--- src/jts16_cfg.svh ---
/* Tile video configuration
   Layer count, raster geometry and graphics ROM widths shared by
   the whole video subsystem */

`ifndef JTS16_CFG_SVH
`define JTS16_CFG_SVH

// Number of scroll layers behind the mixer
`define JTS16_LAYERS 3

// Horizontal raster, in pixels
`define JTS16_HTOTAL 320
`define JTS16_HVIS 256

// Vertical raster, in lines
`define JTS16_VTOTAL 262
`define JTS16_VVIS 224

// Graphics ROM word address width (32-bit words)
`define JTS16_ROMAW 16

// Horizontal scroll register width
`define JTS16_SCRW 9

`endif

--- src/jts16_pkg.sv ---
/* Tile video types
   Layer index and the arbiter and layer fetch state encodings */

`include "jts16_cfg.svh"

package jts16_pkg;

    // Layer number, wide enough for every layer
    typedef logic [$clog2(`JTS16_LAYERS)-1:0] layer_idx_t;

    // ROM arbiter
    typedef enum logic [1:0] {
        ARB_IDLE = 2'd0,
        ARB_REQ  = 2'd1,
        ARB_WAIT = 2'd2
    } arb_state_e;

    // Tile fetch of one scroll layer
    typedef enum logic [1:0] {
        FETCH_READY   = 2'd0,
        FETCH_PENDING = 2'd1,
        FETCH_LOADED  = 2'd2
    } fetch_state_e;

endpackage

--- src/jts16_cen.sv ---
/* Pixel clock enables
   pxl2_cen runs at the full clock rate, pxl_cen at half of it */

module jts16_cen (
    input  logic clk,
    input  logic rst,
    output logic pxl2_cen,
    output logic pxl_cen
);

    logic half;

    always_ff @(posedge clk) begin
        if (rst) begin
            half     <= 1'b0;
            pxl2_cen <= 1'b0;
            pxl_cen  <= 1'b0;
        end else begin
            pxl2_cen <= 1'b1;
            // Divide the double-rate strobe by two
            if (pxl2_cen) begin
                half <= ~half;
            end
            pxl_cen <= pxl2_cen & half;
        end
    end

endmodule

--- src/jts16_game.sv ---
/* Tile video subsystem top level
   Clock enables, video timer, scroll layers, ROM arbiter and mixer */

`include "jts16_cfg.svh"

module jts16_game (
    input  logic                                     clk,
    input  logic                                     rst,
    input  logic [`JTS16_LAYERS-1:0][`JTS16_SCRW-1:0] scroll_x,
    // Graphics ROM
    output logic                                     rom_valid,
    output logic [`JTS16_ROMAW-1:0]                  rom_addr,
    input  logic                                     rom_ready,
    input  logic                                     rom_dok,
    input  logic [31:0]                              rom_data,
    // Video
    output logic [4:0]                               red,
    output logic [4:0]                               green,
    output logic [4:0]                               blue,
    output logic                                     LHBL_dly,
    output logic                                     LVBL_dly,
    output logic                                     HS,
    output logic                                     VS,
    output logic                                     pxl_cen
);

    import jts16_pkg::*;

    localparam int LAYERS = `JTS16_LAYERS;

    logic [8:0]                          hdump;
    logic [8:0]                          vrender;
    logic                                LHBL;
    logic                                LVBL;
    logic [LAYERS-1:0]                   req_valid;
    logic [LAYERS-1:0][`JTS16_ROMAW-1:0] req_addr;
    logic [LAYERS-1:0]                   req_ready;
    logic [LAYERS-1:0]                   rsp_ok;
    logic [31:0]                         rsp_data;
    logic [LAYERS-1:0][3:0]              lyr_pxl;

    jts16_cen u_cen (
        .clk      ( clk      ),
        .rst      ( rst      ),
        .pxl2_cen (          ),
        .pxl_cen  ( pxl_cen  )
    );

    jts16_vtimer u_vtimer (
        .clk      ( clk      ),
        .rst      ( rst      ),
        .pxl_cen  ( pxl_cen  ),
        .hdump    ( hdump    ),
        .vrender  ( vrender  ),
        .LHBL     ( LHBL     ),
        .LVBL     ( LVBL     ),
        .HS       ( HS       ),
        .VS       ( VS       )
    );

    for (genvar i = 0; i < LAYERS; i++) begin : g_layer
        jts16_scroll #(.LAYER(layer_idx_t'(i))) u_scroll (
            .clk       ( clk          ),
            .rst       ( rst          ),
            .pxl_cen   ( pxl_cen      ),
            .hdump     ( hdump        ),
            .vrender   ( vrender      ),
            .scroll_x  ( scroll_x[i]  ),
            .req_valid ( req_valid[i] ),
            .req_addr  ( req_addr[i]  ),
            .req_ready ( req_ready[i] ),
            .rsp_ok    ( rsp_ok[i]    ),
            .rsp_data  ( rsp_data     ),
            .pxl       ( lyr_pxl[i]   )
        );
    end

    jts16_rom_arb u_rom_arb (
        .clk       ( clk       ),
        .rst       ( rst       ),
        .req_valid ( req_valid ),
        .req_addr  ( req_addr  ),
        .req_ready ( req_ready ),
        .rsp_ok    ( rsp_ok    ),
        .rsp_data  ( rsp_data  ),
        .rom_valid ( rom_valid ),
        .rom_addr  ( rom_addr  ),
        .rom_ready ( rom_ready ),
        .rom_dok   ( rom_dok   ),
        .rom_data  ( rom_data  )
    );

    jts16_mix u_mix (
        .clk      ( clk      ),
        .rst      ( rst      ),
        .pxl_cen  ( pxl_cen  ),
        .pxl      ( lyr_pxl  ),
        .LHBL     ( LHBL     ),
        .LVBL     ( LVBL     ),
        .red      ( red      ),
        .green    ( green    ),
        .blue     ( blue     ),
        .LHBL_dly ( LHBL_dly ),
        .LVBL_dly ( LVBL_dly )
    );

endmodule

--- src/jts16_mix.sv ---
/* Layer mixer
   Fixed priority with layer 0 on top, colour index mapped to RGB
   and blanked outside the active area */

`include "jts16_cfg.svh"

module jts16_mix (
    input  logic                           clk,
    input  logic                           rst,
    input  logic                           pxl_cen,
    input  logic [`JTS16_LAYERS-1:0][3:0]  pxl,
    input  logic                           LHBL,
    input  logic                           LVBL,
    output logic [4:0]                     red,
    output logic [4:0]                     green,
    output logic [4:0]                     blue,
    output logic                           LHBL_dly,
    output logic                           LVBL_dly
);

    import jts16_pkg::*;

    layer_idx_t win;
    logic [3:0] win_idx;
    logic [4:0] r_c;
    logic [4:0] g_c;
    logic [4:0] b_c;
    logic       lhbl1;
    logic       lvbl1;

    always_comb begin
        win     = '0;
        win_idx = 4'd0;
        // Walk upwards so the lowest opaque layer is kept
        for (int k = `JTS16_LAYERS - 1; k >= 0; k--) begin
            if (pxl[k] != 4'd0) begin
                win     = layer_idx_t'(k);
                win_idx = pxl[k];
            end
        end
        r_c = {win_idx, 1'b0};
        g_c = 5'(win) << 3;
        b_c = 5'd31 - {1'b0, win_idx};
        if (win_idx == 4'd0) begin
            r_c = 5'd0;
            g_c = 5'd0;
            b_c = 5'd0;
        end
    end

    always_ff @(posedge clk) begin
        if (rst) begin
            lhbl1    <= 1'b0;
            lvbl1    <= 1'b0;
            LHBL_dly <= 1'b0;
            LVBL_dly <= 1'b0;
            red      <= 5'd0;
            green    <= 5'd0;
            blue     <= 5'd0;
        end else if (pxl_cen) begin
            // Layer pixels already carry one pixel of delay
            lhbl1    <= LHBL;
            lvbl1    <= LVBL;
            LHBL_dly <= lhbl1;
            LVBL_dly <= lvbl1;
            red      <= (lhbl1 && lvbl1) ? r_c : 5'd0;
            green    <= (lhbl1 && lvbl1) ? g_c : 5'd0;
            blue     <= (lhbl1 && lvbl1) ? b_c : 5'd0;
        end
    end

endmodule

--- src/jts16_rom_arb.sv ---
/* Graphics ROM arbiter
   Round-robin over the layer requests with a single outstanding
   access on the valid/ready ROM port */

`include "jts16_cfg.svh"

module jts16_rom_arb (
    input  logic                                      clk,
    input  logic                                      rst,
    input  logic [`JTS16_LAYERS-1:0]                  req_valid,
    input  logic [`JTS16_LAYERS-1:0][`JTS16_ROMAW-1:0] req_addr,
    output logic [`JTS16_LAYERS-1:0]                  req_ready,
    output logic [`JTS16_LAYERS-1:0]                  rsp_ok,
    output logic [31:0]                               rsp_data,
    output logic                                      rom_valid,
    output logic [`JTS16_ROMAW-1:0]                   rom_addr,
    input  logic                                      rom_ready,
    input  logic                                      rom_dok,
    input  logic [31:0]                               rom_data
);

    import jts16_pkg::*;

    localparam int LAYERS = `JTS16_LAYERS;

    arb_state_e state;
    layer_idx_t owner;
    layer_idx_t pick;
    logic       pick_vld;
    logic       grant;
    int         nxt;

    // Search starts just after the last served layer
    always_comb begin
        pick_vld = 1'b0;
        pick     = owner;
        nxt      = 0;
        for (int k = 1; k <= LAYERS; k++) begin
            nxt = (int'(owner) + k) % LAYERS;
            if (!pick_vld && req_valid[nxt]) begin
                pick_vld = 1'b1;
                pick     = layer_idx_t'(nxt);
            end
        end
        // A new owner can follow a data return back to back
        grant = pick_vld && ((state == ARB_IDLE) || (state == ARB_WAIT && rom_dok));
    end

    always_comb begin
        req_ready        = '0;
        rsp_ok           = '0;
        req_ready[owner] = (state == ARB_REQ) && rom_ready;
        rsp_ok[owner]    = (state == ARB_WAIT) && rom_dok;
    end

    assign rom_valid = state == ARB_REQ;
    assign rsp_data  = rom_data;

    always_ff @(posedge clk) begin
        if (rst) begin
            state <= ARB_IDLE;
            owner <= layer_idx_t'(LAYERS - 1);
        end else begin
            case (state)
                ARB_IDLE: begin
                    if (grant) begin
                        owner <= pick;
                        state <= ARB_REQ;
                    end
                end
                ARB_REQ: begin
                    if (rom_ready) begin
                        state <= ARB_WAIT;
                    end
                end
                ARB_WAIT: begin
                    if (grant) begin
                        owner <= pick;
                        state <= ARB_REQ;
                    end else if (rom_dok) begin
                        state <= ARB_IDLE;
                    end
                end
                default: state <= ARB_IDLE;
            endcase
        end
    end

    always_ff @(posedge clk) begin
        if (grant) begin
            rom_addr <= req_addr[pick];
        end
    end

endmodule

--- src/jts16_scroll.sv ---
/* Scroll layer
   Fetches one 32-bit tile word per eight pixels one tile ahead and
   shifts it out a nibble per pixel, lowest nibble first */

`include "jts16_cfg.svh"

module jts16_scroll #(
    parameter jts16_pkg::layer_idx_t LAYER = '0
) (
    input  logic                    clk,
    input  logic                    rst,
    input  logic                    pxl_cen,
    input  logic [8:0]              hdump,
    input  logic [8:0]              vrender,
    input  logic [`JTS16_SCRW-1:0]  scroll_x,
    output logic                    req_valid,
    output logic [`JTS16_ROMAW-1:0] req_addr,
    input  logic                    req_ready,
    input  logic                    rsp_ok,
    input  logic [31:0]             rsp_data,
    output logic [3:0]              pxl
);

    import jts16_pkg::*;

    localparam int AW = `JTS16_ROMAW;
    // Last 16 pixels of a line prefetch the start of the next line
    localparam logic [8:0] PRE  = 9'(`JTS16_HTOTAL - 16);
    localparam logic [8:0] HTOT = 9'(`JTS16_HTOTAL);
    localparam logic [8:0] HVIS = 9'(`JTS16_HVIS);
    localparam logic [8:0] VMAX = 9'(`JTS16_VTOTAL - 1);

    fetch_state_e           fst;
    logic                   stale;
    logic [`JTS16_SCRW-1:0] scr_lat;
    logic                   pre;
    logic [8:0]             col;
    logic [8:0]             line;
    logic [5:0]             tile_nxt;
    logic                   tile_start;
    logic                   fetch_en;
    logic                   have_data;
    logic                   busy;
    logic [31:0]            tile_buf;
    logic [31:0]            shifter;
    logic [31:0]            load_word;
    logic [AW-1:0]          next_addr;

    always_comb begin
        pre  = hdump >= PRE;
        // Column keeps counting across the line wrap
        col  = hdump + scr_lat - (pre ? HTOT : 9'd0);
        line = vrender;
        if (pre) begin
            line = (vrender == VMAX) ? 9'd0 : vrender + 9'd1;
        end
        tile_start = col[2:0] == 3'd0;
        tile_nxt   = col[8:3] + 6'd1;
        fetch_en   = (hdump < HVIS) || pre;
        next_addr  = (AW'(LAYER) << 14) + (AW'(line) << 6) + AW'(tile_nxt);
        have_data  = (fst == FETCH_LOADED) || (rsp_ok && !stale);
        busy       = (fst == FETCH_PENDING) && !rsp_ok;
        load_word  = '0;
        if (have_data) begin
            load_word = (fst == FETCH_LOADED) ? tile_buf : rsp_data;
        end
    end

    always_ff @(posedge clk) begin
        if (rst) begin
            fst       <= FETCH_READY;
            stale     <= 1'b0;
            req_valid <= 1'b0;
            scr_lat   <= '0;
            pxl       <= 4'd0;
        end else begin
            if (req_valid && req_ready) begin
                req_valid <= 1'b0;
            end
            if (rsp_ok) begin
                // Late words are dropped
                fst   <= stale ? FETCH_READY : FETCH_LOADED;
                stale <= 1'b0;
            end
            if (pxl_cen) begin
                if (hdump == PRE - 9'd1) begin
                    scr_lat <= scroll_x;
                end
                if (tile_start) begin
                    pxl <= load_word[3:0];
                    if (fetch_en && busy) begin
                        stale <= 1'b1;
                    end else if (fetch_en) begin
                        fst       <= FETCH_PENDING;
                        req_valid <= 1'b1;
                        req_addr  <= next_addr;
                    end else if (!busy) begin
                        fst <= FETCH_READY;
                    end
                end else begin
                    pxl <= shifter[3:0];
                end
            end
        end
    end

    always_ff @(posedge clk) begin
        if (rsp_ok) begin
            tile_buf <= rsp_data;
        end
        if (pxl_cen) begin
            shifter <= tile_start ? {4'd0, load_word[31:4]} : {4'd0, shifter[31:4]};
        end
    end

endmodule

--- src/jts16_vtimer.sv ---
/* Video timer
   Pixel and line counters with blanking and sync decoded one step
   ahead, so every output changes on the same pxl_cen as hdump */

`include "jts16_cfg.svh"

module jts16_vtimer (
    input  logic       clk,
    input  logic       rst,
    input  logic       pxl_cen,
    output logic [8:0] hdump,
    output logic [8:0] vrender,
    output logic       LHBL,
    output logic       LVBL,
    output logic       HS,
    output logic       VS
);

    localparam logic [8:0] HMAX = 9'(`JTS16_HTOTAL - 1);
    localparam logic [8:0] VMAX = 9'(`JTS16_VTOTAL - 1);
    localparam logic [8:0] HVIS = 9'(`JTS16_HVIS);
    localparam logic [8:0] VVIS = 9'(`JTS16_VVIS);

    // Sync pulses sit inside the blanking intervals
    localparam logic [8:0] HS_START = 9'(`JTS16_HVIS + 24);
    localparam logic [8:0] HS_END   = 9'(`JTS16_HVIS + 47);
    localparam logic [8:0] VS_START = 9'(`JTS16_VVIS + 16);
    localparam logic [8:0] VS_END   = 9'(`JTS16_VVIS + 18);

    logic       line_end;
    logic [8:0] hnext;
    logic [8:0] vnext;

    always_comb begin
        line_end = hdump == HMAX;
        hnext    = line_end ? 9'd0 : hdump + 9'd1;
        vnext    = vrender;
        if (line_end) begin
            vnext = (vrender == VMAX) ? 9'd0 : vrender + 9'd1;
        end
    end

    always_ff @(posedge clk) begin
        if (rst) begin
            hdump   <= 9'd0;
            vrender <= 9'd0;
            LHBL    <= 1'b1;
            LVBL    <= 1'b1;
            HS      <= 1'b0;
            VS      <= 1'b0;
        end else if (pxl_cen) begin
            hdump   <= hnext;
            vrender <= vnext;
            LHBL    <= hnext < HVIS;
            LVBL    <= vnext < VVIS;
            HS      <= (hnext >= HS_START) && (hnext <= HS_END);
            // VS spans whole lines
            VS      <= (vnext >= VS_START) && (vnext <= VS_END);
        end
    end

endmodule

--- config.mk ---
export PLATFORM = sky130hd
export DESIGN_NAME = jts16_game
export DESIGN_NICKNAME = d
export VERILOG_FILES = /design/src/jts16_pkg.sv /design/src/jts16_cen.sv /design/src/jts16_game.sv /design/src/jts16_mix.sv /design/src/jts16_rom_arb.sv /design/src/jts16_scroll.sv /design/src/jts16_vtimer.sv
export VERILOG_INCLUDE_DIRS = /design/src
export SDC_FILE = /design/constraint.sdc
export NUM_CORES = 1
export LEC_CHECK = 0
export ABC_AREA = 1
export BUFFER_PORTS_ARGS = -buffer_cell sky130_fd_sc_hd__clkbuf_2
export CAP_MARGIN = 0
export CORE_MARGIN = 3
export CORE_UTILIZATION = 67
export CTS_CLUSTER_DIAMETER = 30
export DETAILED_ROUTE_END_ITERATION = 12
export PLACE_DENSITY = 0.91
export SLEW_MARGIN = 20
export SYNTH_ARGS = -nofsm -noshare
export SYNTH_HDL_FRONTEND = slang
export SYNTH_HIERARCHICAL = 1
export SYNTH_SLANG_ARGS = --single-unit
--- constraint.sdc ---
create_clock -name clk -period 10.29 [get_ports clk]
set_input_delay 1.5435 -clock clk [delete_from_list [all_inputs] [get_ports clk]]
set_output_delay 1.5435 -clock clk [all_outputs]
set_load 0.02 [all_outputs]
; Word-level counts from Yosys, hierarchy flattened
; Index checks and enable logic that the tools add are counted.
[op_classes]
add_sub_neg = 20
n_div = 3
magnitude_cmp = 14
n_eq_ne = 14
mux = 102
n_bitwise = 8
n_reduce_logical = 49
[ops]
columns = op, n
row1 = two-way mux 32 bit, 6
row2 = "< comparator 32 x 4 -> 1 bit, second input constant", 3
row3 = "remainder unit 32 x 3 -> 32 bit, second input constant", 3
row4 = two-way mux 28 bit, 3
row5 = two-way mux 2 bit, 31
row6 = two-way mux 9 bit, 5
row7 = two-way mux 1 bit, 38
row8 = adder 16 x 6 -> 16 bit, 2
row9 = binary-select mux 16 bit (select 2 bit), 1
row10 = two-way mux 5 bit, 6
row11 = adder 9 bit, 3
row12 = "== test 9 bit, second input constant", 3
row13 = subtractor 9 bit, 3
row14 = two-way mux 4 bit, 6
row15 = logical AND 1 bit, 21
row16 = "adder 6 x 1 -> 6 bit, second input constant", 3
row17 = "adder 9 x 1 -> 9 bit, second input constant", 2
row18 = ">= comparator 9 bit, second input constant", 2
row19 = "< comparator 9 bit, second input constant", 2
row20 = "adder 15 x 15 -> 16 bit, first input constant", 1
row21 = adder 15 x 6 -> 16 bit, 1
row22 = "adder 16 x 15 -> 16 bit, first input constant", 1
row23 = two-way mux 16 bit, 1
row24 = AND reduction 5 bit, 3
row25 = other kinds (28), 60
[totals]
register_bits = 355
inputBits = 63
output_inout_bits = 37
wordCells = 253

; Longest topological paths before layout
; Gate-level depths: netlist of the first run.
[logic_depth]
depth_word = 15
depth_mapped = 16
depth_no_buf = 15

; By module
; The synthesis of the first run kept the hierarchy.
[modules_own_cells]
columns = module, n_inst, cells_each, area_each_um2, seq_area_each_um2
row1 = jts16_scroll (g_layer[1].u_scroll), 1, 465, 4688.2, 2622.5
row2 = jts16_scroll (g_layer[2].u_scroll), 1, 475, 4640.7, 2592.5
row3 = jts16_scroll (g_layer[0].u_scroll), 1, 458, 4638.2, 2592.5
row4 = jts16_rom_arb, 1, 265, 1858.0, 560.5
row5 = jts16_vtimer, 1, 229, 1456.4, 440.4
row6 = jts16_mix, 1, 115, 792.0, 300.3
row7 = jts16_cen, 1, 9, 85.1, 60.1

; Worst setup path before layout of the first run
; OpenSTA, ideal clock, no wires.
[synth_path]
path_type = in2reg
from = input rom_dok
to = register g_layer[1].u_scroll.req_addr[0], enable pin
setup_ns = 0.389
t_arrival_ns = 4.438
t_required_ns = 9.901
slack_ns = 5.464
stages = 9
path_buffers = 0
path_cell_list = inv_1 > nor3_1 > inv_1 > nor2_1 > nor2_1 > inv_1 > or2_2 > nand2_1 > nor2_1
[synth_between]
elab_chain_cells = 7
[synth_lines]
columns = item, line_no
row1 = "start, declared", jts16_game.sv:14  ; input logic rom_dok,
row2 = logical AND 1 bit, jts16_rom_arb.sv:53  ; rsp_ok[owner] = (state == ARB_WAIT) && rom_dok;
row3 = AND 3 bit (no source line), n/a
row4 = via rsp_ok[1], jts16_game.sv:38  ; logic [LAYERS-1:0] rsp_ok;
row5 = logical NOT 1 bit, jts16_scroll.sv:62  ; busy = (fst == FETCH_PENDING) && !rsp_ok;
row6 = logical AND 1 bit, jts16_scroll.sv:62
row7 = logical AND 1 bit, jts16_scroll.sv:91  ; if (fetch_en && busy) begin
row8 = inverter 1 bit (no source line), n/a
row9 = AND reduction 5 bit (no source line), n/a
row10 = "end signal, assigned", jts16_scroll.sv:96  ; req_addr <= next_addr;
row11 = "end, declared", jts16_scroll.sv:17  ; output logic [`JTS16_ROMAW-1:0] req_addr,
; The timed path passes the listed nets, and every way through them passes these cells.
; A chain may end at the register's enable or synchronous reset.

; Worst setup path after layout of the first run
[layout_path]
from = input rom_dok
to = register g_layer[2].u_scroll.req_addr[14], enable pin
[layout_between]
elab_chain_cells = 7
[layout_lines]
columns = item, line_no
row1 = logical AND 1 bit, jts16_rom_arb.sv:53
row2 = AND 3 bit (no source line), n/a
row3 = via rsp_ok[2], jts16_game.sv:38
row4 = logical NOT 1 bit, jts16_scroll.sv:62
row5 = logical AND 1 bit, jts16_scroll.sv:62
row6 = logical AND 1 bit, jts16_scroll.sv:91
row7 = inverter 1 bit (no source line), n/a
row8 = AND reduction 5 bit (no source line), n/a
row9 = "end signal, assigned", jts16_scroll.sv:96
row10 = "end, declared", jts16_scroll.sv:17
; The timed path passes the listed nets, and every way through them passes these cells.

==> results.tsv, run 1 <==
stage	metric	value	unit
outcome	outcome	finished clean	
clock_tree	Setup Buffers After CTS	0	
final_layout	proportion of layout cells with a drive suffix above 1	15.37	%
setup_path	R2R depth	9	
clock_tree	H-tree Lvls	3	
floorplan	std cell rows	59	
grt	initial antenna violation count	0	
min_path	hold path depth	2	
job	max-cap violation count	0	
route	Post-Route WL	47150	um
clock_tree	Clock transition at path regs	0.05	ns
clock_tree	CTS Buffer Depth	3	
final_layout	Final Non-Filler Cells	2489	
timing	RSZ-0062 raised after global routing	false	
setup_path	type of origin of the critical path	input pin	
grt	Overall Global Routing Usage	32.69	%
timing	Setup Viol. Count Final	0	
route	DRC Markers	0	
timing	Final Hold Vio Count	0	
final_layout	Final Cell Area	20880	sq um
route	Avg WL per Cell	18.94	um
route	DRT iter0 DRCs	1513	
pwr	Cell Pwr Density	217.3	nW/um^2
floorplan	Die Ht	170.6	um
clock_tree	post-cts hold buffer count	0	
clock_tree	worst skew pair latency	0.57	ns
clock_tree	Resize count post-CTS	0	
logic_synthesis	Area contributors post-synth	edfxtp_1 (40%), dfxtp_1 (10%), nand2_1 (9.9%)	
placed_design	hpwl dp	29440	um
setup_path	Worst Setup Path Type	in2reg	
pwr	Worst VDD drop	0.1951	mV
route	Antenna Nets Post-Route	0	
pwr	Tot Pwr	4.538	mW
floorplan	die footprint	29110	sq um
logic_synthesis	cell count after synthesis	2016	
grt	vias in the first global route	14600	
timing	Tmin final	4.073	ns
setup_path	Worst Path Arrival	4.25	ns
timing	Least-Margin Pin Slew	1.073	ns
pwr	Leak	9.378	nW
final_layout	most common cell after layout, fill and taps aside	nand2_1	
grt	first-pass GRT wire length	75260	um
timing	final worst slack	6.217	ns
logic_synthesis	Synth top area share	40.02	%
setup_path	worst endpoint required time	10.47	ns
final_layout	Area growth, synth to finish	14.99	%
final_layout	Fill cells	1493	
route	1st-pass router iterations	6	
placed_design	GPL Wtd Cong	0.9182	
logic_synthesis	synth unique cells	53	
grt	largest net degree at the start of global routing	78	
logic_synthesis	Synth area leader	edfxtp_1	
clock_tree	CTS sink count	337	
clock_tree	Root Buffer	clkbuf_16	
setup_path	CP endpoint kind	flop	
setup_path	R2R Path Start	u_vtimer/hdump[2]	
final_layout	commonest non-fill, non-tap cells in the layout	nand2_1 (477), inv_1 (275), edfxtp_1 (242)	
route	via count	14640	
logic_synthesis	Post-Synthesis Cell Area	18160	sq um
clock_tree	TritonCTS Buffers	66	
placed_design	dpl ws	5.786	ns
floorplan	Starting Density	68.90	%
timing	Final Max Tran Viols	0	
timing	fmax	245.5	MHz
clock_tree	CTS tree	built	
floorplan	IO Pins	100	
logic_synthesis	#FFs+latches synth	337	
setup_path	worst reg2reg setup slack	6.49	ns
setup_path	Max FO, Critical Path	36	
floorplan	core area	26350	sq um
final_layout	diode count	0	
placed_design	DP Area	18560	sq um
min_path	Hold Crit Class	reg2reg	
timing	Max-Slew Margin vs Limit	28.27	%
logic_synthesis	sequential share of the synthesized area	50.49	%
final_layout	Net count, final	2233	
timing	Total Neg Setup Slack	0	ns
logic_synthesis	yosys warns	6	
setup_path	reg-to-reg critical path endpoint	g_layer[2].u_scroll/req_addr[14]	
floorplan	die span in x	170.6	um
route	via-per-instance ratio	5.883	
timing	Final Cycle Share	39.59	%
min_path	hold_sp	u_mix/blue[2]	
grt	grt total ovfl	0	
timing	Clock Skews	0.03488	ns
placed_design	placed cell count	2371	
min_path	worst hold endpoint	u_mix/blue[2]	
logic_synthesis	Avg Cell Area, Syn	9.007	sq um
placed_design	PortBufs	95	
[cells in the mapped netlist (all sizes together)]
library cell,number
nand2,498
xor2,22
nand4,20
inv,294
conb,3
xnor2,5
ha,63
o211ai,6
nand3,171
mux2,12
dfxtp,95
fa,3
a31oi,1
nor2,139
o2111ai,1
a21oi,94
mux2i,72
or2,5
clkbuf,12
o21bai,1
nor3,14
nor3b,2
nand3b,5
o21a,2
o21ai,139
o31ai,3
o22a,1
a211oi,5
buf,72
o22ai,6
clkinv,1
edfxtp,242
nor4,7
[cells by family after synthesis]
logic type	after synthesis	share of synthesized area [%]
AOI/OAI and AO/OA	259	8.124
xor gates and xnor gates	27	1.302
DFF	337	50.49
muxes	84	4.713
buffers and inverters	379	9.330
adders and majority gates	66	4.672
and+or+nand+nor	861	21.31
other	3	0.06201
[final cells by class]
type / instances / area, sq um / share of cell area, %
clock buffer: 77 / 1777 / 8.509
clock inverter: 41 / 539.3 / 2.583
inverter: 295 / 1112 / 5.327
multi-input combinational: 1303 / 7340 / 35.15
sequential: 337 / 9173 / 43.93
tap: 335 / 419.2 / 2.007
timing repair buffer: 101 / 520.5 / 2.493
[through the flow]
step | hold WS [ns] | utilization, %
after global placement | 0.4396 | 70.40
after floorplan | 0.4315 | -
after CTS | 0.4633 | 79.23
after global routing | 0.4881 | 79.23
final | 0.4625 | 79.23
after detailed placement | 0.4501 | 70.44
[worst max-delay path: stages]
cell	delay, ns
clkbuf_2	0.11
inv_1	0.05
nor3_1	0.30
inv_1	0.24
nor2_4	0.82
nor2_1	0.18
inv_1	0.12
or2_2	0.14
nand2_1	0.09
nor2_2	0.63
[flip-flops by register name, summed over array words and instances (netlist names), 3 cells and up]
| signal | count |
|---|---|
| g_layer.u_scroll/fst | 6 |
| u_mix/blue | 5 |
| g_layer.u_scroll/scr_lat | 27 |
| u_rom_arb/rom_addr | 16 |
| g_layer.u_scroll/req_addr | 46 |
| u_vtimer/hdump | 9 |
| u_vtimer/vrender | 9 |
| g_layer.u_scroll/pxl | 12 |
| g_layer.u_scroll/tile_buf | 96 |
| g_layer.u_scroll/stale | 3 |
| g_layer.u_scroll/req_valid | 3 |
| g_layer.u_scroll/shifter | 84 |
| u_mix/red | 4 |
[where the power goes]
part | total, mW | internal (mW) | switching [mW] | leakage, nW
Sequential | 1.60 | 1.56 | 0.0383 | 2.97
Combinational | 0.734 | 0.208 | 0.526 | 5.30
Clock | 2.20 | 1.45 | 0.747 | 1.11
Total | 4.54 | 3.23 | 1.31 | 9.38
[metal layers]
layer / wire length, um / GRT usage, % / share of wire (%)
met4: 3397 / 21.23 / 7.2
met2: 23540 / 56.52 / 50
met3: 3412 / 5.083 / 7.2
met1: 16800 / 37.87 / 36
met5: 0 / 0 / 0
[worst max-delay path by stage]
stage                       start                               end  slack (ns)  depth (start not counted)
after floorplan           rom_dok   g_layer[1].u_scroll/req_addr[0]        5.46                          9
after global placement    rom_dok  g_layer[1].u_scroll/req_addr[10]        5.51                         10
after detailed placement  rom_dok  g_layer[2].u_scroll/req_addr[14]        5.79                         10
after CTS                 rom_dok  g_layer[2].u_scroll/req_addr[14]        6.32                         10
after global routing      rom_dok  g_layer[2].u_scroll/req_addr[14]        6.01                         10
final                     rom_dok  g_layer[2].u_scroll/req_addr[14]        6.22                         10
Power figures use the tool's default switching activity.
==> inputs of run 2 (changes only) <==
Settings changed: CORE_UTILIZATION 67 to 56, PLACE_DENSITY 0.91 to 0.82.
Clock period 10.29 ns to 3.5 ns, I/O delays scaled along.
==> run 2 against run 1 <==
  * Clock power grew to 3.0 times the previous value
  * Via count shrank 1.4%
  * Worst hold slack worse by 0.27 ns
  * Register-to-register slack worse by 6.1 ns
  * Die area up 19%
  * Worst setup slack worse by 5.8 ns
  * Clock skew decreased by 0.015 ns
  * Clock-buffer cell count down 1
  * Cell count increased by 3.5%
  * Power increased to 2.9 times the previous value
  * Global-route usage shrank 6.6 points
  * Critical path depth rose by 5
  * Largest power group unchanged
==> results.tsv, run 2 (same netlist as run 1, synthesis figures left out) <==
stage	metric	value	unit
route	DRT iter0 DRCs	1440	
route	DRC Markers	0	
final_layout	Final Cell Area	21100	sq um
setup_path	most frequent CP cell	nand2_1	
final_layout	largest reg by FF count	g_layer.u_scroll/tile_buf	
timing	Setup Viol. Count Final	0	
timing	Final Cycle Share	88.20	%
clock_tree	CTS sink count	337	
floorplan	die footprint	34620	sq um
route	via-per-instance ratio	5.603	
grt	first-pass GRT wire length	71260	um
timing	Tmin final	3.087	ns
timing	Total Neg Setup Slack	0	ns
setup_path	Worst path max stage delay	0.61	ns
final_layout	Net count, final	2250	
clock_tree	TritonCTS Buffers	67	
placed_design	hpwl dp	30060	um
setup_path	type of origin of the critical path	flop	
route	via count	14430	
final_layout	Largest register FFs	96	
setup_path	R2R depth	15	
clock_tree	worst skew pair latency	0.56	ns
placed_design	DP Area	18770	sq um
timing	Max-Slew Margin vs Limit	41.56	%
final_layout	Util after Layout	66.53	%
setup_path	Worst path slowest cell	dfxtp_1	
min_path	hold_sp	scroll_x[20]	
timing	Least-Margin Pin Slew	0.8754	ns
final_layout	commonest non-fill, non-tap cells in the layout	nand2_1 (477), inv_1 (275), edfxtp_1 (242)	
placed_design	PortBufs	95	
clock_tree	CTS tree	built	
pwr	Leak	9.471	nW
grt	initial antenna violation count	1	
setup_path	critical path cell sequence	inv_1 -> o21ai_0 -> nand2_1 -> fa_1 -> ha_1 -> nand2_1 -> inv_1 -> a21oi_1 -> nand2_1 -> nand2_1 -> nand2_1 -> nor2_1 -> nand2_1 -> nand2_1 -> nand2_1	
timing	fmax	323.9	MHz
pwr	Cell Pwr Density	631.6	nW/um^2
floorplan	std cell rows	65	
job	max-cap violation count	0	
setup_path	CP delay by family, top	adder cells	
timing	RSZ-0062 raised after global routing	false	
floorplan	Die Ht	186.1	um
setup_path	CP Depth	15	
timing	Clock Skews	0.01940	ns
setup_path	Worst Setup Path Type	reg2reg	
timing	final worst slack	0.4129	ns
clock_tree	Root Buffer	clkbuf_16	
setup_path	R2R Path Start	u_vtimer/hdump[4]	
grt	Overall Global Routing Usage	26.05	%
min_path	Hold Crit Class	in2reg	
clock_tree	H-tree Lvls	3	
setup_path	CP startpoint	u_vtimer/hdump[4]	
final_layout	proportion of layout cells with a drive suffix above 1	16.10	%
final_layout	Final Non-Filler Cells	2576	
clock_tree	Resize count post-CTS	0	
placed_design	dpl ws	0.4541	ns
floorplan	core area	31720	sq um
timing	Final Hold Vio Count	0	
grt	grt total ovfl	0	
pwr	Worst VDD drop	0.4833	mV
outcome	outcome	finished clean	
setup_path	CP bufs+invs	2	
placed_design	GPL Wtd Cong	0.9697	
route	1st-pass router iterations	6	
final_layout	biggest regs	g_layer.u_scroll/tile_buf x96, g_layer.u_scroll/shifter x84, g_layer.u_scroll/req_addr x46	
route	Post-Route WL	44470	um
min_path	hold path depth	3	
grt	vias in the first global route	13810	
setup_path	worst endpoint required time	3.81	ns
clock_tree	Clock transition at path regs	0.05	ns
clock_tree	post-cts hold buffer count	0	
clock_tree	Setup Buffers After CTS	0	
final_layout	most common cell after layout, fill and taps aside	nand2_1	
route	Avg WL per Cell	17.26	um
placed_design	placed cell count	2454	
floorplan	die span in x	186.1	um
clock_tree	CTS Buffer Depth	3	
grt	largest net degree at the start of global routing	68	
setup_path	Max FO, Critical Path	12	
route	Antenna Nets Post-Route	0	
timing	worst hold margin	0.1882	ns
floorplan	Starting Density	57.25	%
final_layout	Area growth, synth to finish	16.21	%
final_layout	diode count	0	
setup_path	Worst Path Arrival	3.40	ns
floorplan	IO Pins	100	
timing	Final Max Tran Viols	0	
pwr	Tot Pwr	13.33	mW
setup_path	CP endpoint kind	flop	
-- run 2: power by group --
part	total [mW]	switching (mW)	leakage, nW	internal, mW
Sequential	4.70	0.102	2.97	4.60
Combinational	2.12	1.50	5.38	0.620
Clock	6.51	2.22	1.12	4.29
Total	13.3	3.82	9.47	9.51
-- run 2: path summary, 6_finish.rpt --
path | endpoint | slack, ns
max | g_layer[0].u_scroll/req_addr[5] | 0.41
min | g_layer[2].u_scroll/scr_lat[2] | 0.19
max reg2reg | g_layer[0].u_scroll/req_addr[5] | 0.41
min reg2reg | u_cen/pxl_cen | 0.45
-- run 2: worst reg2reg max path: cells and delay by family (launching register included) --
family                     cells  cell delay (ns)
DFF                            1             0.61
AOI/OAI and AO/OA              2             0.37
buffers and inverters          2             0.19
and+or+nand+nor                9             0.80
adders and majority gates      2             0.86
-- run 2: per-layer routing --
metal / up-vias / GRT usage (%) / share of wire [%]
met5: - / 0 / 0.029
met3: 137 / 4.671 / 6.8
met4: 2 / 12.12 / 4.4
li1: 6908 / - / -
met1: 6740 / 31.81 / 39
met2: 646 / 45.00 / 50
-- run 2: cell type report --
| cell class | instances | area [sq um] |
|---|---|---|
| fill | 2322 | 10620 |
| sequential | 337 | 9173 |
| multi-input combinational | 1303 | 7330 |
| clock buffer | 76 | 1772 |
| inverter | 295 | 1112 |
| timing repair buffer | 117 | 653.1 |
| clock inverter | 46 | 560.5 |
| tap | 402 | 503.0 |
==> inputs of run 3 (changes only) <==
Settings changed: ABC_AREA 1 to default, CORE_UTILIZATION 56 to 55, PLACE_DENSITY 0.82 to 0.81.
Clock period 3.5 ns to 2.6 ns, I/O delays scaled along.
==> run 3 against run 2 <==
  * Die area down 5.6%
  * Cell count down 18%
  * Clock power up 37%
  * Clock-buffer cell count up 11
  * Synthesized cell count down 25%
  * Global-route usage down 1.2 points
  * The flow now finishes with violations (negative setup slack)
  * Via count down 12%
  * Largest cell class unchanged
  * Critical path depth down 5
==> results.tsv, run 3 <==
stage	metric	value	unit
final_layout	Util after Layout	69.17	%
route	Post-Route WL	42790	um
clock_tree	CTS Buffer Depth	3	
clock_tree	CTS tree	built	
floorplan	die footprint	32690	sq um
floorplan	IO Pins	100	
placed_design	GPL Wtd Cong	0.8819	
logic_synthesis	synth cell count leaders	edfxtp_1 (242), nand2_1 (129), nor2_1 (129)	
pwr	Leak	7.541	nW
final_layout	largest reg by FF count	g_layer.u_scroll/tile_buf	
timing	Clock Skews	0.02220	ns
logic_synthesis	Post-synth EDFFs	242	
timing	RSZ-0062 raised after global routing	true	
timing	Final Cycle Share	106.0	%
logic_synthesis	yosys warns	6	
grt	vias in the first global route	12850	
logic_synthesis	most frequent cell after synthesis	edfxtp_1	
floorplan	die span in x	180.8	um
route	DRC Markers	0	
placed_design	hpwl dp	25420	um
logic_synthesis	ys async rst share	0	%
final_layout	Final Cell Area	20660	sq um
floorplan	core area	29870	sq um
setup_path	CP endpoint kind	flop	
final_layout	Net count, final	1787	
final_layout	diode count	0	
logic_synthesis	Synth Flop Type	edfxtp_1	
placed_design	PortBufs	95	
clock_tree	worst skew pair latency	0.57	ns
setup_path	Worst Path Arrival	3.05	ns
final_layout	most common cell after layout, fill and taps aside	edfxtp_1	
route	Antenna Nets Post-Route	0	
grt	first-pass GRT wire length	66220	um
timing	fmax	362.8	MHz
grt	largest net degree at the start of global routing	92	
outcome	outcome	complete, but fails checks	
logic_synthesis	synth unique cells	87	
timing	Tmin final	2.757	ns
final_layout	biggest regs	g_layer.u_scroll/tile_buf x96, g_layer.u_scroll/shifter x84, g_layer.u_scroll/req_addr x46	
route	via count	12690	
floorplan	Die Ht	180.8	um
floorplan	std cell rows	63	
placed_design	DP Area	17960	sq um
grt	grt total ovfl	0	
clock_tree	Root Buffer	clkbuf_16	
timing	final worst slack	-0.1565	ns
grt	initial antenna violation count	0	
timing	Total Neg Setup Slack	-0.2847	ns
min_path	Hold Crit Class	in2reg	
final_layout	proportion of layout cells with a drive suffix above 1	23.83	%
route	1st-pass router iterations	6	
logic_synthesis	cell count after synthesis	1506	
route	via-per-instance ratio	6.023	
logic_synthesis	Synth area leader	edfxtp_1	
logic_synthesis	#FFs+latches synth	337	
logic_synthesis	Avg Cell Area, Syn	11.16	sq um
floorplan	Starting Density	56.25	%
timing	Max-Slew Margin vs Limit	55.55	%
timing	Least-Margin Pin Slew	0.6659	ns
route	Avg WL per Cell	20.32	um
timing	Setup Viol. Count Final	2	
clock_tree	Clock transition at path regs	0.05	ns
setup_path	Worst Setup Path Type	reg2reg	
final_layout	commonest non-fill, non-tap cells in the layout	edfxtp_1 (242), nand2_1 (129), nor2_1 (125)	
logic_synthesis	sequential share of the synthesized area	54.56	%
timing	Final Hold Vio Count	0	
pwr	Worst VDD drop	0.6193	mV
pwr	Cell Pwr Density	780.1	nW/um^2
grt	Overall Global Routing Usage	24.86	%
clock_tree	H-tree Lvls	3	
setup_path	type of origin of the critical path	flop	
logic_synthesis	Synth top area share	43.24	%
clock_tree	TritonCTS Buffers	70	
outcome	failing checks	negative setup slack	
logic_synthesis	Post-Synthesis Cell Area	16810	sq um
final_layout	Largest register FFs	96	
setup_path	worst endpoint required time	2.90	ns
clock_tree	post-cts hold buffer count	0	
setup_path	Max FO, Critical Path	12	
final_layout	Area growth, synth to finish	22.95	%
timing	Final Max Tran Viols	0	
job	max-cap violation count	0	
clock_tree	CTS sink count	337	
route	DRT iter0 DRCs	1187	
logic_synthesis	Area contributors post-synth	edfxtp_1 (43%), dfxtp_1 (11%), ha_1 (4.7%)	
-- run 3: changes by cell type after synthesis, moves of 19 or more --
cell / delta
nand3_1: -143
a22oi_1: +101
xnor2_1: +25
nand2_1: -348
o21ai_0: +21
inv_2: -19
o21ai_1: -20
o21ai_2: -24
a21oi_1: -60
inv_1: -177
-- run 3: critical path, cell delays in order (launching register included) --
cell	delay (ns)
dfxtp_2	0.35
buf_4	0.20
inv_1	0.07
ha_1	0.27
inv_1	0.04
ha_1	0.40
a21o_1	0.21
a31oi_2	0.29
xnor2_2	0.21
nor3b_2	0.34
xnor2_1	0.09
-- run 3: per-stage QoR --
stage / std cells / hold WS, ns / total power [mW] / worst slack [ns]
finish: 2106 / 0.06544 / 16.12 / -0.1565
global route: 2106 / 0.06610 / 16.57 / -0.1830
CTS: 2096 / 0.04535 / 16.13 / -0.03415
detailed placement: 1962 / 0.4488 / 7.187 / -0.02566
global placement: 1962 / 0.4432 / 7.149 / 0.06678
floorplan: 1509 / 0.4298 / 6.855 / 0.01767
-- run 3: path summary, 6_finish.rpt --
check	start	endpoint	slack, ns	cells past startpoint
setup / recovery	u_vtimer/hdump[5]	g_layer[2].u_scroll/req_addr[5]	-0.16	10
hold / removal	scroll_x[6]	g_layer[0].u_scroll/scr_lat[6]	0.07	3
setup reg to reg	u_vtimer/hdump[5]	g_layer[2].u_scroll/req_addr[5]	-0.16	10
hold reg to reg	u_vtimer/VS	u_vtimer/VS	0.47	2
-- run 3: timing repair --
item	CTS	global route
buffers inserted	4	9
setup endpoints to repair	2	84
gates resized for setup	0	31
pin swaps	7	17
cloned	0	1
-- run 3: area by class of cell --
type	instances	area [sq um]
inverter	98	372.9
clock inverter	43	466.7
clock buffer	87	1949
timing repair buffer	188	1356
fill	1927	9211
tap	390	488.0
sequential	337	9186
multi-input combinational	963	6844
-- run 3: cells by family (layout without fill, tap and decap cells) --
family,count (synthesis),after routing,synth area share [%]
other cells,3,6,0.06700
buf+inv,209,416,6.343
simple gates,423,423,12.79
fa+ha+maj,66,66,5.048
flops,337,337,54.56
xor+xnor,69,69,3.730
compound gates,336,336,13.71
mux,63,63,3.752
-- run 3: routing by layer --
layer | GRT usage (%) | share of wire [%]
met5 | 0 | 0
met4 | 12.56 | 4.5
met3 | 5.537 | 7.4
met2 | 41.86 | 50
met1 | 30.16 | 38
-- run 3: power by group --
part           switching, mW  internal [mW]  total, mW
sequential            0.0618           5.92       5.98
combinational          0.738          0.462       1.20
clock                   2.97           5.96       8.94
